`config.mk`:
```
export PLATFORM = sky130hd
export DESIGN_NAME = cpu_top
export DESIGN_NICKNAME = d
export VERILOG_FILES = /design/src/cpu_pkg.sv /design/src/fetch_stage.sv /design/src/decode_stage.sv /design/src/exec_mem_stage.sv /design/src/pipeline_trace.sv /design/src/cpu_top.sv
export SDC_FILE = /design/constraint.sdc
export NUM_CORES = 1
export LEC_CHECK = 0
export BUFFER_PORTS_ARGS = -buffer_cell sky130_fd_sc_hd__clkbuf_2
export CORE_MARGIN = 5
export CORE_UTILIZATION = 53
export DETAILED_ROUTE_END_ITERATION = 6
export PLACE_DENSITY_LB_ADDON = 0.05
export SYNTH_ARGS = -nofsm -noshare
export SYNTH_HDL_FRONTEND = slang
export SYNTH_SLANG_ARGS = --single-unit
```
`constraint.sdc`:
```
create_clock -name clk -period 1.5 [get_ports clk]
set_input_delay 0.3 -clock clk [delete_from_list [all_inputs] [get_ports clk]]
set_output_delay 0.3 -clock clk [all_outputs]
set_load 0.03 [all_outputs]
```
`src/program.hex`:
```
// One 16-bit instruction per line: opcode nibble, rd and rs bits, 8-bit imm.
// Comment after each word gives the assembly form.
1005  // LDI r0, 0x05
1403  // LDI r1, 0x03
2100  // ADD r0, r1        distance 1 on r1, distance 2 on r0
180A  // LDI r2, 0x0A
0000  // NOP
3800  // SUB r2, r0        distance 2 on r2
7904  // ST  r2, [r1+0x04] address 7
1CF0  // LDI r3, 0xF0
7C0F  // ST  r3, [r0+0x0F] wraps to address 7
6504  // LD  r1, [r1+0x04] reads address 7
5400  // XOR r1, r0        load-use
7712  // ST  r1, [r3+0x12] wraps to address 2
4D00  // AND r3, r1
68FA  // LD  r2, [r0+0xFA] reads address 2
3B00  // SUB r2, r3        load-use
8000  // HLT

```
`src/cpu_pkg.sv`:
```
//////////////////////////////
// Sizes, opcodes and pipeline words shared by the CPU.
// Modules import it inside their body.
//////////////////////////////
package cpu_pkg;

    //////////////////////////////
    // Sizes.
    //////////////////////////////
    localparam int data_w     = 8;   // Register and data memory width.
    localparam int reg_n      = 4;   // Architectural registers.
    localparam int reg_aw     = 2;   // Register index width.
    localparam int dmem_depth = 16;  // Data memory words.
    localparam int dmem_aw    = 4;   // Data memory address width.
    localparam int imem_depth = 64;  // Instruction ROM words.
    localparam int pc_w       = 6;   // Program counter width.
    localparam int instr_w    = 16;  // Instruction word width.
    localparam int seq_w      = 8;   // Sequence ids and stall counts.
    localparam int cyc_w      = 16;  // Free-running cycle counter.

    // Opcode field, bits 15..12 of the instruction.
    typedef enum logic [3:0] {
        NOP    = 4'h0,
        LDI    = 4'h1,  // rd = imm.
        ADD    = 4'h2,  // rd = rd + rs.
        SUB    = 4'h3,  // rd = rd - rs.
        AND_OP = 4'h4,  // rd = rd & rs.
        XOR_OP = 4'h5,  // rd = rd ^ rs.
        LD     = 4'h6,  // rd = mem[rs + imm].
        ST     = 4'h7,  // mem[rs + imm] = rd.
        HLT    = 4'h8   // Stop fetching.
    } opcode_e;

    // Instruction layout.
    typedef struct packed {
        opcode_e             op;   // 15..12.
        logic [reg_aw-1:0]   rd;   // 11..10.
        logic [reg_aw-1:0]   rs;   // 9..8.
        logic [data_w-1:0]   imm;  // 7..0.
    } instr_t;

    // Destination of an in-flight instruction, for the interlock.
    typedef struct packed {
        logic                wr;
        logic [reg_aw-1:0]   rd;
    } dst_t;

    //////////////////////////////
    // Stage words.
    //////////////////////////////
    typedef struct packed {
        logic                valid;
        logic [pc_w-1:0]     pc;
        logic [instr_w-1:0]  instr;  // Raw ROM word.
    } fd_t;

    typedef struct packed {
        logic                valid;
        logic [pc_w-1:0]     pc;
        opcode_e             op;
        logic [reg_aw-1:0]   rd;
        logic [data_w-1:0]   a;      // Value of rd.
        logic [data_w-1:0]   b;      // Value of rs.
        logic [data_w-1:0]   imm;
        logic                wr;     // Writes rd.
    } dx_t;

    typedef struct packed {
        logic                valid;
        logic [pc_w-1:0]     pc;
        opcode_e             op;
        logic [reg_aw-1:0]   rd;
        logic [data_w-1:0]   result;
        logic                wr;
    } wb_t;

    typedef struct packed {
        logic                valid;   // One-cycle pulse per retired instruction.
        logic [seq_w-1:0]    seq;
        logic [pc_w-1:0]     pc;
        opcode_e             op;
        logic [reg_aw-1:0]   rd;
        logic [data_w-1:0]   result;
        logic [seq_w-1:0]    stalls;  // Cycles held in decode.
        logic [cyc_w-1:0]    cycle;   // Cycle of write-back.
    } retire_t;

endpackage

```
`src/fetch_stage.sv`:
```
//////////////////////////////
// Fetch stage. PC and instruction ROM, word registered to decode.
//////////////////////////////
`timescale 1ns/1ps

module fetch_stage (
    input  logic         clk,
    input  logic         rst_n,
    input  logic         stall,      // Decode holds its word.
    input  logic         halt_seen,  // HLT has left decode.
    output cpu_pkg::fd_t fd
);
    import cpu_pkg::*;

    logic [instr_w-1:0] rom [imem_depth];  // Program, fixed at elaboration.
    logic [pc_w-1:0]    pc;
    logic               hlt_fetched;       // HLT word already sent.
    logic               run;
    instr_t             word;

    initial $readmemh("/design/src/program.hex", rom);

    assign word = instr_t'(rom[pc]);
    assign run  = !stall && !halt_seen && !hlt_fetched;  // Advance condition.

    always_ff @(posedge clk) begin
        if (run) begin
            fd.pc    <= pc;       // Payload.
            fd.instr <= rom[pc];
        end
        if (!rst_n) begin
            pc          <= '0;
            hlt_fetched <= 1'b0;
            fd.valid    <= 1'b0;
        end else if (run) begin
            pc          <= pc + 1'b1;
            fd.valid    <= 1'b1;
            hlt_fetched <= (word.op == HLT);  // Last valid word.
        end else if (!stall) begin
            fd.valid    <= 1'b0;              // Nothing after HLT.
        end
    end

endmodule

```
`src/decode_stage.sv`:
```
//////////////////////////////
// Decode stage. Field split, register file with write-through,
// and the interlock against execute and memory.
//////////////////////////////
`timescale 1ns/1ps

module decode_stage (
    input  logic          clk,
    input  logic          rst_n,
    input  cpu_pkg::fd_t  fd,
    input  cpu_pkg::wb_t  wb,
    input  cpu_pkg::dst_t ex_dst,   // Destination in execute.
    input  cpu_pkg::dst_t mem_dst,  // Destination in memory.
    output cpu_pkg::dx_t  dx,
    output logic          stall,
    output logic          halt_seen
);
    import cpu_pkg::*;

    logic [data_w-1:0] regs [reg_n];
    instr_t            ins;
    logic              use_rd;  // Reads rd as operand a.
    logic              use_rs;  // Reads rs as operand b.
    logic              writes;
    logic              wb_we;
    logic [data_w-1:0] rd_val;
    logic [data_w-1:0] rs_val;
    logic              issue;   // Word leaves decode this cycle.

    function automatic logic hit(dst_t d, logic [reg_aw-1:0] r);
        return d.wr && (d.rd == r);
    endfunction

    assign ins = instr_t'(fd.instr);

    always_comb begin
        use_rd = 1'b0;
        use_rs = 1'b0;
        writes = 1'b0;
        case (ins.op)
            LDI: writes = 1'b1;
            ADD, SUB, AND_OP, XOR_OP: begin
                use_rd = 1'b1;
                use_rs = 1'b1;
                writes = 1'b1;
            end
            LD: begin
                use_rs = 1'b1;  // Address base.
                writes = 1'b1;
            end
            ST: begin
                use_rd = 1'b1;  // Store data.
                use_rs = 1'b1;
            end
            default: ;          // NOP, HLT.
        endcase
    end

    // Write-back of this cycle is visible to the read.
    assign wb_we  = wb.valid && wb.wr;
    assign rd_val = (wb_we && wb.rd == ins.rd) ? wb.result : regs[ins.rd];
    assign rs_val = (wb_we && wb.rd == ins.rs) ? wb.result : regs[ins.rs];

    // Interlock. Write-back needs no stall.
    assign stall = fd.valid &&
                   ((use_rd && (hit(ex_dst, ins.rd) || hit(mem_dst, ins.rd))) ||
                    (use_rs && (hit(ex_dst, ins.rs) || hit(mem_dst, ins.rs))));
    assign issue = fd.valid && !stall;

    always_ff @(posedge clk) begin
        if (!rst_n) begin
            for (int i = 0; i < reg_n; i++) begin
                regs[i] <= '0;
            end
        end else if (wb_we) begin
            regs[wb.rd] <= wb.result;
        end
    end

    always_ff @(posedge clk) begin
        dx.pc  <= fd.pc;
        dx.op  <= ins.op;
        dx.rd  <= ins.rd;
        dx.a   <= rd_val;
        dx.b   <= rs_val;
        dx.imm <= ins.imm;
        dx.wr  <= writes;
        if (!rst_n) begin
            dx.valid  <= 1'b0;
            halt_seen <= 1'b0;
        end else begin
            dx.valid <= issue;             // Bubble on stall.
            if (issue && ins.op == HLT) begin
                halt_seen <= 1'b1;         // Sticky.
            end
        end
    end

endmodule

```
`src/exec_mem_stage.sv`:
```
//////////////////////////////
// Execute, memory and write-back registers. ALU and data memory.
//////////////////////////////
`timescale 1ns/1ps

module exec_mem_stage (
    input  logic          clk,
    input  logic          rst_n,
    input  cpu_pkg::dx_t  dx,
    output cpu_pkg::wb_t  wb,
    output cpu_pkg::dst_t ex_dst,
    output cpu_pkg::dst_t mem_dst
);
    import cpu_pkg::*;

    logic [data_w-1:0]  dmem [dmem_depth];
    logic [data_w-1:0]  alu;
    logic [data_w-1:0]  ea;       // rs + imm, before wrap.
    wb_t                m_q;      // Memory stage word.
    logic [dmem_aw-1:0] m_addr;
    logic [data_w-1:0]  m_sdata;  // Store data.

    ////////////////////////////// Execute.
    always_comb begin
        case (dx.op)
            LDI:     alu = dx.imm;
            ADD:     alu = dx.a + dx.b;
            SUB:     alu = dx.a - dx.b;
            AND_OP:  alu = dx.a & dx.b;
            XOR_OP:  alu = dx.a ^ dx.b;
            default: alu = '0;
        endcase
    end

    assign ea = dx.b + dx.imm;

    assign ex_dst.wr  = dx.valid && dx.wr;
    assign ex_dst.rd  = dx.rd;
    assign mem_dst.wr = m_q.valid && m_q.wr;
    assign mem_dst.rd = m_q.rd;

    always_ff @(posedge clk) begin
        m_q.pc     <= dx.pc;
        m_q.op     <= dx.op;
        m_q.rd     <= dx.rd;
        m_q.result <= alu;
        m_q.wr     <= dx.wr;
        m_addr     <= ea[dmem_aw-1:0];  // Wraps modulo 16.
        m_sdata    <= dx.a;
        if (!rst_n) begin
            m_q.valid <= 1'b0;
        end else begin
            m_q.valid <= dx.valid;
        end
    end

    ////////////////////////////// Memory.
    always_ff @(posedge clk) begin
        if (m_q.valid && m_q.op == ST) begin
            dmem[m_addr] <= m_sdata;
        end
    end

    always_ff @(posedge clk) begin
        wb.pc     <= m_q.pc;
        wb.op     <= m_q.op;
        wb.rd     <= m_q.rd;
        wb.wr     <= m_q.wr;
        wb.result <= (m_q.op == LD) ? dmem[m_addr] : m_q.result;  // Load data or ALU.
        if (!rst_n) begin
            wb.valid <= 1'b0;
        end else begin
            wb.valid <= m_q.valid;
        end
    end

endmodule

```
`src/pipeline_trace.sv`:
```
//////////////////////////////
// Trace unit. Follows each instruction by sequence id, counts its
// decode stalls and emits one retire record at write-back.
//////////////////////////////
`timescale 1ns/1ps

module pipeline_trace (
    input  logic             clk,
    input  logic             rst_n,
    input  logic             fd_valid,  // Word present in decode.
    input  logic             stall,
    input  cpu_pkg::wb_t     wb,
    output cpu_pkg::retire_t retire,
    output logic             halted
);
    import cpu_pkg::*;

    // Id and stall count carried beside the pipeline.
    typedef struct packed {
        logic [seq_w-1:0] id;
        logic [seq_w-1:0] stalls;
    } tag_t;

    logic [seq_w-1:0] seq_next;    // Id of the word in decode.
    logic [seq_w-1:0] dec_stalls;  // Stalls so far for that word.
    logic [cyc_w-1:0] cyc_cnt;
    logic             advance;
    tag_t             x_tag;
    tag_t             m_tag;
    tag_t             w_tag;

    assign advance = fd_valid && !stall;

    ////////////////////////////// Fetch and decode side, frozen on stall.
    always_ff @(posedge clk) begin
        if (!rst_n) begin
            seq_next   <= '0;
            dec_stalls <= '0;
        end else if (advance) begin
            seq_next   <= seq_next + 1'b1;  // Next fetched word.
            dec_stalls <= '0;
        end else if (fd_valid && stall) begin
            dec_stalls <= dec_stalls + 1'b1;
        end
    end

    // Execute, memory and write-back tags shift every cycle.
    always_ff @(posedge clk) begin
        x_tag.id     <= seq_next;
        x_tag.stalls <= dec_stalls;
        m_tag        <= x_tag;
        w_tag        <= m_tag;   // Lines up with wb.
    end

    always_ff @(posedge clk) begin
        if (!rst_n) begin
            cyc_cnt <= '0;
        end else begin
            cyc_cnt <= cyc_cnt + 1'b1;  // Free-running.
        end
    end

    ////////////////////////////// Retire record.
    always_ff @(posedge clk) begin
        retire.seq    <= w_tag.id;
        retire.pc     <= wb.pc;
        retire.op     <= wb.op;
        retire.rd     <= wb.rd;
        retire.result <= wb.result;
        retire.stalls <= w_tag.stalls;
        retire.cycle  <= cyc_cnt;
        if (!rst_n) begin
            retire.valid <= 1'b0;
            halted       <= 1'b0;
        end else begin
            retire.valid <= wb.valid;          // One pulse per instruction.
            if (retire.valid && retire.op == HLT) begin
                halted <= 1'b1;                // Cycle after the HLT record.
            end
        end
    end

endmodule

```
`src/cpu_top.sv`:
```
//////////////////////////////
// CPU top level. Pipeline stages plus the trace unit.
//////////////////////////////
`timescale 1ns/1ps

module cpu_top (
    input  logic             clk,
    input  logic             rst_n,
    output cpu_pkg::retire_t retire,
    output logic             halted
);
    import cpu_pkg::*;

    fd_t  fd;         // Fetch to decode.
    dx_t  dx;         // Decode to execute.
    wb_t  wb;         // Write-back, to register file and trace.
    dst_t ex_dst;
    dst_t mem_dst;
    logic stall;
    logic halt_seen;

    fetch_stage u_fetch (
        .clk       (clk),
        .rst_n     (rst_n),
        .stall     (stall),
        .halt_seen (halt_seen),
        .fd        (fd)
    );

    decode_stage u_decode (
        .clk       (clk),
        .rst_n     (rst_n),
        .fd        (fd),
        .wb        (wb),
        .ex_dst    (ex_dst),
        .mem_dst   (mem_dst),
        .dx        (dx),
        .stall     (stall),
        .halt_seen (halt_seen)
    );

    exec_mem_stage u_exec_mem (
        .clk     (clk),
        .rst_n   (rst_n),
        .dx      (dx),
        .wb      (wb),
        .ex_dst  (ex_dst),
        .mem_dst (mem_dst)
    );

    pipeline_trace u_trace (
        .clk      (clk),
        .rst_n    (rst_n),
        .fd_valid (fd.valid),
        .stall    (stall),
        .wb       (wb),
        .retire   (retire),
        .halted   (halted)
    );

endmodule

```
-- After elaboration in Yosys (flattened, before gate mapping)
Memories as Yosys holds them, arrays and structs flattened. A register that Yosys moved wholly into a read port is not among the register bits.
Index checks and enable logic that the tools add are counted.
- logic and storage cells: 132
- RAM bits: 160
- input bits: 2
- output and inout bits: 54
- memories: 2
- register bits after elaboration: 259
- memories (memory ; words ; width ; read ports ; clocked after memory_dff ; write ports ; RTL line ; text):
    u_exec_mem.dmem ; 16 ; 8 ; 1 ; 1 ; 1 ; exec_mem_stage.sv:16 ; logic [data_w-1:0] dmem [dmem_depth];
    u_decode.regs ; 4 ; 8 ; 2 ; 2 ; 4 ; decode_stage.sv:20 ; logic [data_w-1:0] regs [reg_n];
- eq/ne operators: 24
- add/sub/neg operators: 7
- mux-type cells: 20
- bitwise logic cells: 3
- reduce and logical (&&, ||, !) cells: 30
- operator list (operator ; count):
    8-bit case mux with 5 select lines ; 1
    4-bit by 3-bit == test with 1-bit output (second input constant) ; 8
    8-bit two-way mux ; 4
    1-bit logical AND ; 19
    16-bit by 1-bit adder with 16-bit output (second input constant) ; 1
    8-bit by 1-bit adder with 8-bit output (second input constant) ; 2
    4-bit by 2-bit == test with 1-bit output (second input constant) ; 4
    2-bit == test ; 6
    1-bit two-way mux ; 12
    6-bit OR reduction ; 2
    8-bit adder ; 1
    8-bit bitwise AND ; 1
    4-bit by 1-bit == test with 1-bit output (second input constant) ; 2
    4-bit == test (second input constant) ; 2
    8-bit OR reduction ; 1
    8-bit subtractor ; 1
    8-bit bitwise XOR ; 1
    6-bit by 1-bit adder with 6-bit output (second input constant) ; 1
    2-bit two-way mux ; 3
    5-bit OR reduction ; 1
    4-bit adder ; 1
    4-bit == test (both inputs constant) ; 1
    1-bit zero test ; 3
    1-bit logical OR ; 3
    3 further kinds ; 3

-- Longest topological paths before layout
- word-level depth: 10
- gate-level depth with buffers: 5
- depth with buffers taken out: 5

-- Hierarchy
From an unflattened synthesis, not the netlist that was laid out.
- cells, all modules: 935
- area, all modules: 14174.8 µm²
- by module, submodules not included (module ; area each (µm²) ; instances ; seq. area each (µm²) ; cells an instance):
    exec_mem_stage ; 7181.9 ; 1 ; 4964.8 ; 423
    pipeline_trace ; 3527.1 ; 1 ; 2682.6 ; 272
    decode_stage ; 2842.7 ; 1 ; 1741.7 ; 185
    fetch_stage ; 623.1 ; 1 ; 320.3 ; 55

-- Worst setup path after synthesis
No wires, ideal clock.
- path kind: register to register
- start: register u_trace.cyc_cnt[0]
- end: register u_trace.cyc_cnt[12]
- stages on the path, launching flop included: 6
- period minus slack after synthesis: 1.283 ns
- data required time: 1.372 ns
- setup time: 0.128 ns
- arrival time: 1.155 ns
- path slack: 0.217 ns
- path buffers: 0
- cells stage by stage: dfxtp_1 > ha_1 > nand2_1 > nor4_2 > xnor2_1 > nor2_1
- longest elaborated chain between the ends: 1
- RTL lines (what ; RTL line ; text):
    start, declared ; pipeline_trace.sv:26 ; logic [cyc_w-1:0] cyc_cnt;
    start signal, assigned ; pipeline_trace.sv:59 ; cyc_cnt <= cyc_cnt + 1'b1;
    16-bit by 1-bit adder with 16-bit output ; pipeline_trace.sv:59 ;
Every way passes these cells.
A chain may end at the register's enable or synchronous reset.

-- Worst setup path in the final report
- start: register u_trace.cyc_cnt[1]
- end: register u_trace.cyc_cnt[10]
Same word-level chain as after synthesis.

==> results.py <==
metrics = {
    "outcome": {
        "outcome": "finished, final reports clean",
    },
    "grt": {
        "grt-ovfl-total": 0,
        "grt_pass1_wl_um": 6830,
        "grt_pass1_vias": 1529,
        "gr-usage-all-layers_pct": 12.5,
        "grt_max_degree": 26,
        "grt_antenna_before_repair": 0,
    },
    "synth": {
        "synth_warnings": 0,
        "syn_area_um2": 3130,
        "synthCells": 246,
        "yosys.area_share.xor_xnor_pct": 5.32,
        "yosysUniqueCellTypes": 25,
        "ys_seq_elements": 113,
        "syn_avg_cell_area_um2": 12.7,
        "synth_top_family_by_area": "simple AND/OR/NAND/NOR gates",
        "muxShareOfSynthArea_pct": 1.28,
        "synth-simple-area-share_pct": 12.2,
        "synth_compound_area_share_pct": 0.960,
        "synth_fa_ha_area_share_pct": 1.20,
        "synth-seq-area-share_pct": 72.3,
    },
    "die": {
        "ioPinCount": 56,
        "design.die.area_um2": 7540,
        "initial_utilization_pct": 53.8,
        "fp.dieW_um": 86.8,
        "core_area_um2": 5820,
        "fp.dieH_um": 86.8,
        "std_cell_rows": 28,
    },
    "worst_setup_path": {
        "path_cells": "ha_1 -> nand2_1 -> nor4_2 -> xnor2_1 -> nor2_1",
        "critPathLaunch": "u_trace.cyc_cnt[1]$_SDFF_PN0_",
        "reg2reg_to": "u_trace.cyc_cnt[10]$_SDFF_PN0_",
        "crit_required_ns": 1.86,
        "crit_buf_inv": 0,
        "critPathKind": "reg -> reg",
        "cp.depth": 5,
        "end_kind": "flip-flop",
        "slowest_stage": "dfxtp_1",
        "cp-start-kind": "flip-flop",
        "cp-endpoint": "u_trace.cyc_cnt[10]$_SDFF_PN0_",
        "cpLargestDelayFamily": "simple AND/OR/NAND/NOR gates",
        "arrival_ns": 1.71,
        "r2r_start": "u_trace.cyc_cnt[1]$_SDFF_PN0_",
        "r2r_cells": 5,
        "cp_slowest_stage_delay_ns": 0.36,
        "r2r_slack_ns": 0.15,
        "cp_max_fo": 6,
    },
    "timing": {
        "rsz0062_at_grt": "no",
        "tns_ns": 0,
        "finalHoldViolCount": 0,
        "drv_slew": 0,
        "fmax_mhz": 740,
        "finalCriticalPeriod_ns": 1.35,
        "skew_ns": 0.00643,
        "final.period_utilization_pct": 90.1,
        "setup_viol": 0,
    },
    "cells_and_area": {
        "layout_common_cells": "112 x dfxtp_1, 32 x clkbuf_2, 24 x nor2_1",
        "final_cells": 380,
        "layout_commonest_cell": "dfxtp_1",
        "areaGrowthSynthToFinish_pct": 22.1,
        "fillCellCount": 457,
        "nets": 300,
        "drive_gt1_share_pct": 23.0,
        "n_antenna_cell": 0,
    },
    "placement": {
        "dp_hpwl_um": 2450,
        "port_buffers": 32,
        "dpl.cell_count": 351,
        "gp_congestion": 0.718,
    },
    "pwr": {
        "leakagePower_nw": 1.63,
        "p_per_area_nw_per_um2": 1750,
        "ir_worst_vdd_mv": 0.902,
    },
    "clock_network": {
        "clkTransAtPathRegs_ns": 0.05,
        "cts-root-buf": "clkbuf_8",
        "clockBufferDepth": 2,
        "hold_buffers": 0,
        "cts.sinks": 113,
        "cts_max_level": 4,
        "cts_made_buffers": 17,
        "clk_latency_ns": 0.49,
        "cts_tree": "yes",
    },
    "detailed_routing": {
        "dr_total_vias": 1644,
        "drc": 0,
        "routed_wl_um": 3930,
        "wl_per_cell_um": 10.3,
        "dr.pass1.iters": 5,
        "ant_nets": 0,
        "drtIter0Drc": 57,
        "routed_via_density": 4.33,
    },
    "min_path": {
        "hp-class": "in -> reg",
        "worstHoldStart": "rst_n",
    },
    "flow_run": {
        "max_cap_viol_count": 0,
    },
}
==> flip-flops by register name, indices dropped and copies added, names as in the netlist <==
name,cells
u_fetch.fd,7
u_exec_mem.m_q,7
u_trace.x_tag,8
u_trace.retire,31
u_trace.m_tag,8
u_trace.w_tag,8
u_trace.cyc_cnt,16
u_exec_mem.wb,7
u_trace.seq_next,8
u_fetch.pc,6
u_decode.dx,7
==> cell type report <==
| cell class | instances | area [µm²] | area share (%) |
|---|---|---|---|
| clock buffer | 24 | 490 | 12.8 |
| clock inverter | 5 | 30.0 | 0.786 |
| inverter | 4 | 15.0 | 0.393 |
| multi-input combinational | 124 | 743 | 19.5 |
| sequential | 113 | 2260 | 59.3 |
| tap | 75 | 93.8 | 2.46 |
| timing repair buffer | 35 | 183 | 4.78 |
==> Yosys cell counts <==
cell type / count / share of area [%]
o21ai_0: 3 / 0.48
or3_1: 3 / 0.60
nand3_1: 7 / 1.1
nand2_1: 11 / 1.3
buf_4: 23 / 5.5
inv_2: 1 / 0.12
a21oi_1: 3 / 0.48
xor2_1: 8 / 2.2
mux2i_1: 4 / 1.3
nor4_2: 3 / 1.2
xnor2_1: 11 / 3.1
buf_2: 1 / 0.16
nand3_4: 2 / 1.1
clkbuf_1: 3 / 0.36
and2_1: 6 / 1.2
nand4_1: 4 / 0.80
conb_1: 1 / 0.12
nor2_1: 24 / 2.9
nand2b_1: 3 / 0.60
dfxtp_1: 113 / 72
and3_1: 2 / 0.40
inv_1: 3 / 0.36
ha_1: 3 / 1.2
nor3_4: 1 / 0.52
nor3_1: 3 / 0.48
==> stage by stage <==
step                      hold WS [ns]  power (mW)  util, %  setup slack [ns]  area [µm²]
after detailed placement         0.312        3.39     56.7             0.113        3300
after floorplan                  0.310        3.39        -             0.217        3210
after global placement           0.310        3.39     56.7             0.147        3300
final                            0.124        6.70     65.7             0.149        3820
after global routing             0.133        6.98     65.7           0.00919        3820
after CTS                        0.111        6.80     65.6            0.0952        3820
==> worst min-delay path by stage <==
stage                                end  cells past startpoint
2_1_floorplan    u_decode.dx[31]$_DFF_P_                      0
3_3_place_gp   u_trace.m_tag[15]$_DFF_P_                      0
3_5_place_dp    u_trace.m_tag[9]$_DFF_P_                      0
4_1_cts        u_fetch.fd[22]$_SDFF_PN0_                      2
5_1_grt        u_fetch.fd[22]$_SDFF_PN0_                      2
6_report       u_fetch.fd[22]$_SDFF_PN0_                      2
==> routing by layer <==
metal	global-route usage (%)	up-vias	wire length, µm
met3	7.22	7	280
met5	0	-	0
li1	-	845	-
met1	13.4	745	1700
met2	18.4	47	1890
met4	8.50	0	61
==> logic make-up (layout without fill, tap and decap cells) <==
| logic type | count (synthesis) | after routing |
|---|---|---|
| AO/OA/AOI/OAI | 6 | 6 |
| multiplexers | 4 | 4 |
| flip-flops | 113 | 113 |
| buffers and inverters | 31 | 68 |
| other | 1 | 23 |
| adder cells (fa/ha/maj) | 3 | 3 |
| AND/OR/NAND/NOR | 69 | 69 |
| XOR/XNOR | 19 | 19 |
==> power by group <==
| part | switching [mW] | internal [mW] | leakage (nW) |
|---|---|---|---|
| registers | 0.0351 | 3.10 | 0.918 |
| logic | 0.157 | 0.0405 | 0.456 |
| clock network | 1.17 | 2.20 | 0.255 |
| total | 1.36 | 5.34 | 1.63 |
==> repair_timing <==
item,4_1_cts,5_1_grt
endpoints found under the setup margin,0,3
buffers inserted,0,0
gates resized for setup,0,1
No activity file was read; power rests on OpenSTA's default activity.
